<file path="config.mk">
export PLATFORM = sky130hd
export DESIGN_NAME = burger_top
export DESIGN_NICKNAME = d
export VERILOG_FILES = /design/src/logic/burger_pkg.sv /design/src/logic/keycode_decoder.sv /design/src/logic/chef_motion.sv /design/src/logic/ingredient_column.sv /design/src/logic/hex_display.sv /design/src/logic/burger_top.sv
export VERILOG_INCLUDE_DIRS = /design/src /design/src/logic
export SDC_FILE = /design/constraint.sdc
export NUM_CORES = 1
export LEC_CHECK = 0
export BUFFER_PORTS_ARGS = -buffer_cell sky130_fd_sc_hd__buf_2
export CORE_ASPECT_RATIO = 1.25
export CORE_UTILIZATION = 40
export CTS_CLUSTER_SIZE = 28
export DETAILED_ROUTE_END_ITERATION = 8
export GPL_TIMING_DRIVEN = 0
export PLACE_DENSITY_LB_ADDON = 0.08
export RECOVER_POWER = 50
export SLEW_MARGIN = 20
export SYNTH_ARGS = -nofsm -noshare
export SYNTH_HDL_FRONTEND = slang
export SYNTH_SLANG_ARGS = --single-unit
</file>
<file path="constraint.sdc">
create_clock -name clk -period 3.1 [get_ports clk]
set_input_delay 0.465 -clock clk [delete_from_list [all_inputs] [get_ports clk]]
set_output_delay 0.465 -clock clk [all_outputs]
set_load 0.01 [all_outputs]
</file>
<file path="src/logic/burger_config.svh">
// all values in screen pixels with origin at top left; layer count is fixed at four
`ifndef BURGER_CONFIG_SVH
`define BURGER_CONFIG_SVH

// ================================================
// screen and chef
// ================================================
`define COORD_W       10
`define CHEF_X_MAX    624  // 640 minus chef width
`define CHEF_Y_MAX    464
`define CHEF_X_START  320
`define CHEF_Y_START  400
`define CHEF_STEP     2
`define CHEF_HEIGHT   16

// ================================================
// ingredient columns
// ================================================
`define INGR_WIDTH    32
`define FALL_STEP     4
`define LAYER_GAP     16
`define LAYER_COUNT   4
`define LAND_Y0       350  // top bun lands highest
`define LAND_Y1       366
`define LAND_Y2       382
`define LAND_Y3       398
`define COL0_X        32
`define COL1_X        128
// index 0 is the top layer, so it sits in the low bits
`define COL0_Y_START  {`COORD_W'(316), `COORD_W'(252), `COORD_W'(156), `COORD_W'(92)}
`define COL1_Y_START  {`COORD_W'(316), `COORD_W'(252), `COORD_W'(188), `COORD_W'(28)}

// usb hid keycodes
`define KEY_LEFT      8'h04  // a
`define KEY_RIGHT     8'h07  // d
`define KEY_UP        8'h1A  // w
`define KEY_DOWN      8'h16  // s

`endif

</file>
<file path="src/logic/burger_pkg.sv">
// shared game types; widths follow the config header, layer 0 is the top of a column
`include "burger_config.svh"

package burger_pkg;

	// ================================================
	// chef command
	// ================================================
	typedef enum logic [2:0] {
		MOVE_NONE  = 3'd0,
		MOVE_LEFT  = 3'd1,
		MOVE_RIGHT = 3'd2,
		MOVE_UP    = 3'd3,
		MOVE_DOWN  = 3'd4
	} move_t;

	// top left corner of the chef sprite
	typedef struct packed {
		logic [`COORD_W-1:0] x;
		logic [`COORD_W-1:0] y;
	} chef_pos_t;

	// ================================================
	// one burger column
	// ================================================
	typedef struct packed {
		logic [`LAYER_COUNT-1:0][`COORD_W-1:0] layer_y;  // top edge of each layer
		logic [`LAYER_COUNT-1:0]               falling;
		logic [`LAYER_COUNT-1:0]               landed;   // sticky until reset
	} column_state_t;

endpackage

</file>
<file path="src/logic/keycode_decoder.sv">
// keycode is sampled only on frame_tick; any other key or a key combination gives no move
`timescale 1ns/1ns
`include "burger_config.svh"

module keycode_decoder
	import burger_pkg::*;
(
	input  logic       clk,
	input  logic       arst_n,
	input  logic       frame_tick,
	input  logic [7:0] keycode,
	output move_t      move
);

	move_t move_dec;

	always_comb begin
		case (keycode)
			`KEY_LEFT:  move_dec = MOVE_LEFT;
			`KEY_RIGHT: move_dec = MOVE_RIGHT;
			`KEY_UP:    move_dec = MOVE_UP;
			`KEY_DOWN:  move_dec = MOVE_DOWN;
			default:    move_dec = MOVE_NONE;
		endcase
	end

	always_ff @(posedge clk or negedge arst_n) begin
		if (!arst_n) begin
			move <= MOVE_NONE;
		end else if (frame_tick) begin
			move <= move_dec;  // held for a whole frame
		end
	end

	a_move_legal: assert property (@(posedge clk) disable iff (!arst_n)
		move inside {MOVE_NONE, MOVE_LEFT, MOVE_RIGHT, MOVE_UP, MOVE_DOWN});

endmodule

</file>
<file path="src/logic/chef_motion.sv">
// one step per frame_tick, clamped to the screen; floor and ladder levels are trusted as given
`timescale 1ns/1ns
`include "burger_config.svh"

module chef_motion
	import burger_pkg::*;
(
	input  logic      clk,
	input  logic      arst_n,
	input  logic      frame_tick,
	input  move_t     move,
	input  logic      on_floor,   // walking allowed
	input  logic      on_ladder,  // climbing allowed
	output chef_pos_t chef_pos
);

	localparam logic [`COORD_W-1:0] STEP    = `CHEF_STEP;
	localparam logic [`COORD_W-1:0] X_MAX   = `CHEF_X_MAX;
	localparam logic [`COORD_W-1:0] Y_MAX   = `CHEF_Y_MAX;
	localparam logic [`COORD_W-1:0] X_START = `CHEF_X_START;
	localparam logic [`COORD_W-1:0] Y_START = `CHEF_Y_START;

	chef_pos_t pos;
	chef_pos_t pos_next;

	// ================================================
	// gated step with edge clamp
	// ================================================
	always_comb begin
		pos_next = pos;
		case (move)
			MOVE_LEFT: begin
				if (on_floor)
					pos_next.x = (pos.x < STEP) ? '0 : pos.x - STEP;
			end
			MOVE_RIGHT: begin
				if (on_floor)
					pos_next.x = (pos.x > X_MAX - STEP) ? X_MAX : pos.x + STEP;
			end
			MOVE_UP: begin  // screen y grows downward
				if (on_ladder)
					pos_next.y = (pos.y < STEP) ? '0 : pos.y - STEP;
			end
			MOVE_DOWN: begin
				if (on_ladder)
					pos_next.y = (pos.y > Y_MAX - STEP) ? Y_MAX : pos.y + STEP;
			end
			default: ;
		endcase
	end

	always_ff @(posedge clk or negedge arst_n) begin
		if (!arst_n) begin
			pos.x <= X_START;
			pos.y <= Y_START;
		end else if (frame_tick) begin
			pos <= pos_next;
		end
	end

	assign chef_pos = pos;

	a_on_screen: assert property (@(posedge clk) disable iff (!arst_n)
		(chef_pos.x <= X_MAX) && (chef_pos.y <= Y_MAX));

endmodule

</file>
<file path="src/logic/ingredient_column.sv">
// four layers only; landing heights are fixed per layer and must lie below the start heights
`timescale 1ns/1ns
`include "burger_config.svh"

module ingredient_column
	import burger_pkg::*;
#(
	parameter logic [`COORD_W-1:0]                   COL_X         = `COL0_X,
	parameter logic [`LAYER_COUNT-1:0][`COORD_W-1:0] LAYER_Y_START = `COL0_Y_START
) (
	input  logic          clk,
	input  logic          arst_n,
	input  logic          frame_tick,
	input  chef_pos_t     chef_pos,
	output column_state_t state
);

	localparam logic [`LAYER_COUNT-1:0][`COORD_W-1:0] LAND_Y = {
		`COORD_W'(`LAND_Y3), `COORD_W'(`LAND_Y2), `COORD_W'(`LAND_Y1), `COORD_W'(`LAND_Y0)};

	// one spare bit so sums near the screen bottom do not wrap
	localparam logic [`COORD_W:0] CHEF_H = `CHEF_HEIGHT;
	localparam logic [`COORD_W:0] FALL   = `FALL_STEP;
	localparam logic [`COORD_W:0] GAP    = `LAYER_GAP;
	localparam logic [`COORD_W:0] X_HI   = {1'b0, COL_X} + `COORD_W'(`INGR_WIDTH - 1);

	column_state_t                       st;
	logic [`COORD_W:0]                   feet_y;
	logic                                chef_in_col;
	logic [`LAYER_COUNT-1:0]             stomp;
	logic [`LAYER_COUNT-1:0]             chain;
	logic [`LAYER_COUNT-1:0][`COORD_W:0] drop_y;

	// ================================================
	// fall triggers, all from pre-tick values
	// ================================================
	assign feet_y      = {1'b0, chef_pos.y} + CHEF_H;
	assign chef_in_col = (chef_pos.x >= COL_X) && ({1'b0, chef_pos.x} <= X_HI);

	always_comb begin
		chain[0] = 1'b0;  // nothing above the top bun
		for (int i = 1; i < `LAYER_COUNT; i++) begin
			chain[i] = st.falling[i-1] &&
				({1'b0, st.layer_y[i-1]} + GAP >= {1'b0, st.layer_y[i]});
		end
		for (int i = 0; i < `LAYER_COUNT; i++) begin
			stomp[i]  = chef_in_col && (feet_y == {1'b0, st.layer_y[i]});
			drop_y[i] = {1'b0, st.layer_y[i]} + FALL;
		end
	end

	// ================================================
	// layer state
	// ================================================
	always_ff @(posedge clk or negedge arst_n) begin
		if (!arst_n) begin
			st.layer_y <= LAYER_Y_START;
			st.falling <= '0;
			st.landed  <= '0;
		end else if (frame_tick) begin
			for (int i = 0; i < `LAYER_COUNT; i++) begin
				if (st.falling[i]) begin
					if (drop_y[i] >= {1'b0, LAND_Y[i]}) begin  // snap onto the plate
						st.layer_y[i] <= LAND_Y[i];
						st.falling[i] <= 1'b0;
						st.landed[i]  <= 1'b1;
					end else begin
						st.layer_y[i] <= drop_y[i][`COORD_W-1:0];
					end
				end else if (!st.landed[i] && (stomp[i] || chain[i])) begin
					st.falling[i] <= 1'b1;  // starts moving next frame
				end
			end
		end
	end

	assign state = st;

	for (genvar g = 0; g < `LAYER_COUNT; g++) begin : g_layer_chk
		a_not_below_land: assert property (@(posedge clk) disable iff (!arst_n)
			st.layer_y[g] <= LAND_Y[g]);
	end

	a_flags_exclusive: assert property (@(posedge clk) disable iff (!arst_n)
		(st.falling & st.landed) == '0);

endmodule

</file>
<file path="src/logic/hex_display.sv">
// common-anode digits, segments and point active low; shows raw hex, not decimal
`timescale 1ns/1ns

module hex_display
	import burger_pkg::*;
(
	input  chef_pos_t  chef_pos,
	output logic [7:0] hex0,
	output logic [7:0] hex1,
	output logic [7:0] hex2,
	output logic [7:0] hex3,
	output logic [7:0] hex4,
	output logic [7:0] hex5
);

	logic [11:0] x_ext;  // three nibbles per coordinate
	logic [11:0] y_ext;

	// segment order gfedcba
	function automatic logic [6:0] seg_decode(input logic [3:0] nib);
		case (nib)
			4'h0: return 7'b1000000;
			4'h1: return 7'b1111001;
			4'h2: return 7'b0100100;
			4'h3: return 7'b0110000;
			4'h4: return 7'b0011001;
			4'h5: return 7'b0010010;
			4'h6: return 7'b0000010;
			4'h7: return 7'b1111000;
			4'h8: return 7'b0000000;
			4'h9: return 7'b0010000;
			4'hA: return 7'b0001000;
			4'hB: return 7'b0000011;
			4'hC: return 7'b1000110;
			4'hD: return 7'b0100001;
			4'hE: return 7'b0000110;
			default: return 7'b0001110;
		endcase
	endfunction

	assign x_ext = 12'(chef_pos.x);
	assign y_ext = 12'(chef_pos.y);

	// decimal point kept dark
	assign hex0 = {1'b1, seg_decode(x_ext[3:0])};
	assign hex1 = {1'b1, seg_decode(x_ext[7:4])};
	assign hex2 = {1'b1, seg_decode(x_ext[11:8])};
	assign hex3 = {1'b1, seg_decode(y_ext[3:0])};
	assign hex4 = {1'b1, seg_decode(y_ext[7:4])};
	assign hex5 = {1'b1, seg_decode(y_ext[11:8])};

endmodule

</file>
<file path="src/logic/burger_top.sv">
// game logic only; frame_tick must be a single clk cycle wide, once per video frame
`timescale 1ns/1ns
`include "burger_config.svh"

module burger_top
	import burger_pkg::*;
(
	input  logic          clk,
	input  logic          arst_n,
	input  logic          frame_tick,
	input  logic [7:0]    keycode,
	input  logic          on_floor,
	input  logic          on_ladder,
	output chef_pos_t     chef_pos,
	output column_state_t column0,
	output column_state_t column1,
	output logic [7:0]    hex0,
	output logic [7:0]    hex1,
	output logic [7:0]    hex2,
	output logic [7:0]    hex3,
	output logic [7:0]    hex4,
	output logic [7:0]    hex5
);

	move_t move;  // one frame behind the keycode

	// ================================================
	// input side and chef
	// ================================================
	keycode_decoder u_keycode_decoder (
		.clk        (clk),
		.arst_n     (arst_n),
		.frame_tick (frame_tick),
		.keycode    (keycode),
		.move       (move)
	);

	chef_motion u_chef_motion (
		.clk        (clk),
		.arst_n     (arst_n),
		.frame_tick (frame_tick),
		.move       (move),
		.on_floor   (on_floor),
		.on_ladder  (on_ladder),
		.chef_pos   (chef_pos)
	);

	// ================================================
	// burger columns and readout
	// ================================================
	ingredient_column #(
		.COL_X         (`COL0_X),
		.LAYER_Y_START (`COL0_Y_START)
	) u_column0 (
		.clk        (clk),
		.arst_n     (arst_n),
		.frame_tick (frame_tick),
		.chef_pos   (chef_pos),
		.state      (column0)
	);

	ingredient_column #(
		.COL_X         (`COL1_X),
		.LAYER_Y_START (`COL1_Y_START)
	) u_column1 (
		.clk        (clk),
		.arst_n     (arst_n),
		.frame_tick (frame_tick),
		.chef_pos   (chef_pos),
		.state      (column1)
	);

	hex_display u_hex_display (
		.chef_pos (chef_pos),
		.hex0     (hex0),
		.hex1     (hex1),
		.hex2     (hex2),
		.hex3     (hex3),
		.hex4     (hex4),
		.hex5     (hex5)
	);

endmodule

</file>
==> results.json <==
{
  "antenna_found_initial": 0,
  "yosys_warnings": 0,
  "grt_max_degree": 72,
  "min_path_type": "in2reg",
  "report.final.slew_viol_count": 39,
  "rr_worst_depth": 9,
  "power_density_mw_per_mm2": 428.9,
  "row_count": 65,
  "synth_top_family_by_area": "simple AND/OR/NAND/NOR gates",
  "hold_viol": 0,
  "num_io_pins": 177,
  "synthArstFlopShare_pct": 100.0,
  "drive_above_1_share_pct": 16.20,
  "synth-compound-area-share_pct": 19.56,
  "synth_area_mm2": 0.01020,
  "fin_setup_tns_ps": 0,
  "cts_hold_buf": 0,
  "cts_setup_buffers": 0,
  "synth.most_common_cell": "nand2_1",
  "min_period_over_period_pct": 92.26,
  "p_switching_w": 0.002037,
  "areaGrowthSynthToFinish_pct": 14.83,
  "die_y_um": 180.5,
  "combPwrFrac_pct": 39.9,
  "syn_area_per_cell_um2": 8.218,
  "synthXorXnorAreaFrac_pct": 11.73,
  "synth_cells": 1241,
  "p_int_w": 0.002987,
  "reg2reg_setup_slack_ps": 240,
  "timing.rr.start": "u_column1.state[20]$_DFFE_PN1P_",
  "wl_per_cell_um": 17.61,
  "globalplace.congestion": 0.8793,
  "synthDistinctLibCells": 79,
  "fmax_ghz": 0.3496,
  "timing.slew.headroom_pct": -59.83,
  "p_seq_share_pct": 36.3,
  "htree_num_levels": 3,
  "coreArea_mm2": 0.02513,
  "finalClockSkew_ps": 8.683,
  "p_leak_nw": 5.099,
  "worstPathArrival_ps": 3170,
  "switching_share_pct": 40.54,
  "worst-path-max-fanout": 10,
  "cp.required_ps": 3410,
  "drt-initial-drc-count": 475,
  "yosysSeqAreaShare_pct": 27.27,
  "ant_nets": 0,
  "grt_pass1_vias": 9180,
  "dp.cells": 1751,
  "postCtsResizedCells": 0,
  "worst_pin_slew_ps": 2397,
  "start_util_pct": 40.58,
  "io_buffers": 158,
  "final_cells": 1767,
  "drcViolationCount": 0,
  "vdd_ir_drop_max_mv": 0.2796,
  "yosysTopAreaCellShare_pct": 16.19,
  "path_clk_slew_ps": 80,
  "synth_edf_count": 0,
  "crit_type": "in2reg",
  "yosys_most_used_dff": "dfrtp_1",
  "crit_end": "u_column0.state[6]$_DFFE_PN0P_",
  "grt_usage_pct": 24.04,
  "synthAdderAreaFrac_pct": 11.78,
  "dr_total_vias": 9597,
  "r2r-end": "u_column1.state[5]$_DFFE_PN0P_",
  "rsz0062_at_grt": "false",
  "drt_pass1_iterations": 5,
  "diodes": 0,
  "fin_nets": 1536,
  "cts_sinks": 109,
  "startpoint": "frame_tick",
  "clock_latency_ps": 370,
  "status": "finished with violations",
  "failed_checks": "max-capacitance violations, max-slew violations",
  "cts_tree": "built",
  "gr-total-overflow": 0,
  "dieArea_mm2": 0.02614,
  "cts_root_buf": "clkbuf_16",
  "cts_made_buffers": 9,
  "yosys-mux-area-fraction_pct": 1.153,
  "cts_max_path_buffers": 2,
  "period_needed_ps": 2860,
  "grt_pass1_wl_um": 49050,
  "dpl.hpwl_um": 23230,
  "synth.largest_area_cell": "dfrtp_1",
  "start_kind": "primary input",
  "drt-vias-per-instance": 5.431,
  "drv_cap": 1,
  "synth_simple_gate_area_share_pct": 20.45,
  "synthTopCellsByArea": "dfrtp_1, ha_1, dfstp_2",
  "worst_setup_path_end_kind": "flop",
  "wl_um": 31120,
  "setup_viol": 0,
  "die_width_um": 144.8,
  "ys_ff_latch": 109,
  "synthTopCellsByCount": "nand2_1, ha_1, xnor2_1",
  "p_clk_share_pct": 23.7
}
[power groups by stage]
stage	clock network (W)	logic, W	registers [W]
3_5_place_dp	0	0.00201	0.00186
5_1_grt	0.00128	0.00226	0.00185
3_3_place_gp	0	0.00199	0.00186
2_1_floorplan	0	0.00137	0.00184
6_report	0.00119	0.00201	0.00182
4_1_cts	0.00123	0.00203	0.00183
[through the flow]
step | power (W) | cell area (um2) | hold WS (ps) | worst slack, ps | utilization (%)
6_report | 0.005023 | 11710 | 328.0 | 239.9 | 46.60
5_1_grt | 0.005378 | 11710 | 334.9 | 63.93 | 46.60
4_1_cts | 0.005085 | 11790 | 14.94 | 104.1 | 46.91
3_5_place_dp | 0.003870 | 11500 | 411.9 | -177.2 | 45.77
3_3_place_gp | 0.003848 | 11470 | 526.2 | -50.65 | 45.64
2_1_floorplan | 0.003210 | 10260 | 169.4 | 667.3 | -
[critical path, cell delays in order]
cell and delay (ps):
buf_2 220, clkbuf_1 650, clkbuf_1 700, nand2_1 330
nor3_1 280, nand4_1 130, o21ai_0 220, a21oi_1 70
nand3_1 90
[routing by layer]
metal	global-route usage [%]	share of wire (%)
met5	0	0
met4	6.274	1.5
met3	3.162	3.7
met2	41.33	49
met1	31.23	46
[layout by cell type (no fill, tap or decap), drive strengths merged, types with 38 or more instances in the layout]
cell,count
dfstp,43
nor2,82
clkbuf,117
nand2,97
a21oi,65
ha,96
o21ai,76
dfrtp,66
xnor2,91
nor3,38
buf,146
inv,87
nand3,59
[logic make-up after synthesis]
kind of cell | after synthesis
AND/OR/NAND/NOR | 412
AO/OA/AOI/OAI | 303
buffers and inverters | 180
XOR/XNOR | 128
flip-flops | 109
adder cells (fa/ha/maj) | 96
multiplexers | 11
other | 2
[flip-flops by register name, summed over array words and instances, names as in the netlist]
| signal | count |
|---|---|
| u_chef_motion.chef_pos | 18 |
| u_column1.state | 44 |
| u_column0.state | 44 |
| u_keycode_decoder.move | 3 |
[layout make-up]
| type | count | area (um2) |
|---|---|---|
| Clock buffer | 10 | 239.0 |
| Sequential cell | 109 | 2781 |
| Clock inverter | 6 | 47.55 |
| Buffer | 94 | 494.2 |
| Fill cell | 2593 | 13420 |
| Multi-Input combinational cell | 968 | 6669 |
| Tap cell | 335 | 419.2 |
| Timing Repair Buffer | 159 | 738.2 |
| Inverter | 86 | 322.8 |
[worst min path at each step]
stage | from | end | slack [ps] | cells past startpoint
2_1_floorplan | arst_n | u_chef_motion.chef_pos[11]$_DFFE_PN0P_ | 170 | 0
3_3_place_gp | u_column1.state[0]$_DFFE_PN0P_ | u_column1.state[0]$_DFFE_PN0P_ | 530 | 1
3_5_place_dp | arst_n | u_column1.state[45]$_DFFE_PN0P_ | 410 | 1
4_1_cts | arst_n | u_column1.state[45]$_DFFE_PN0P_ | 10 | 1
5_1_grt | keycode[0] | u_keycode_decoder.move[2]$_DFFE_PN0P_ | 330 | 2
6_report | keycode[0] | u_keycode_decoder.move[2]$_DFFE_PN0P_ | 330 | 2
Power figures use the tool's default switching activity.
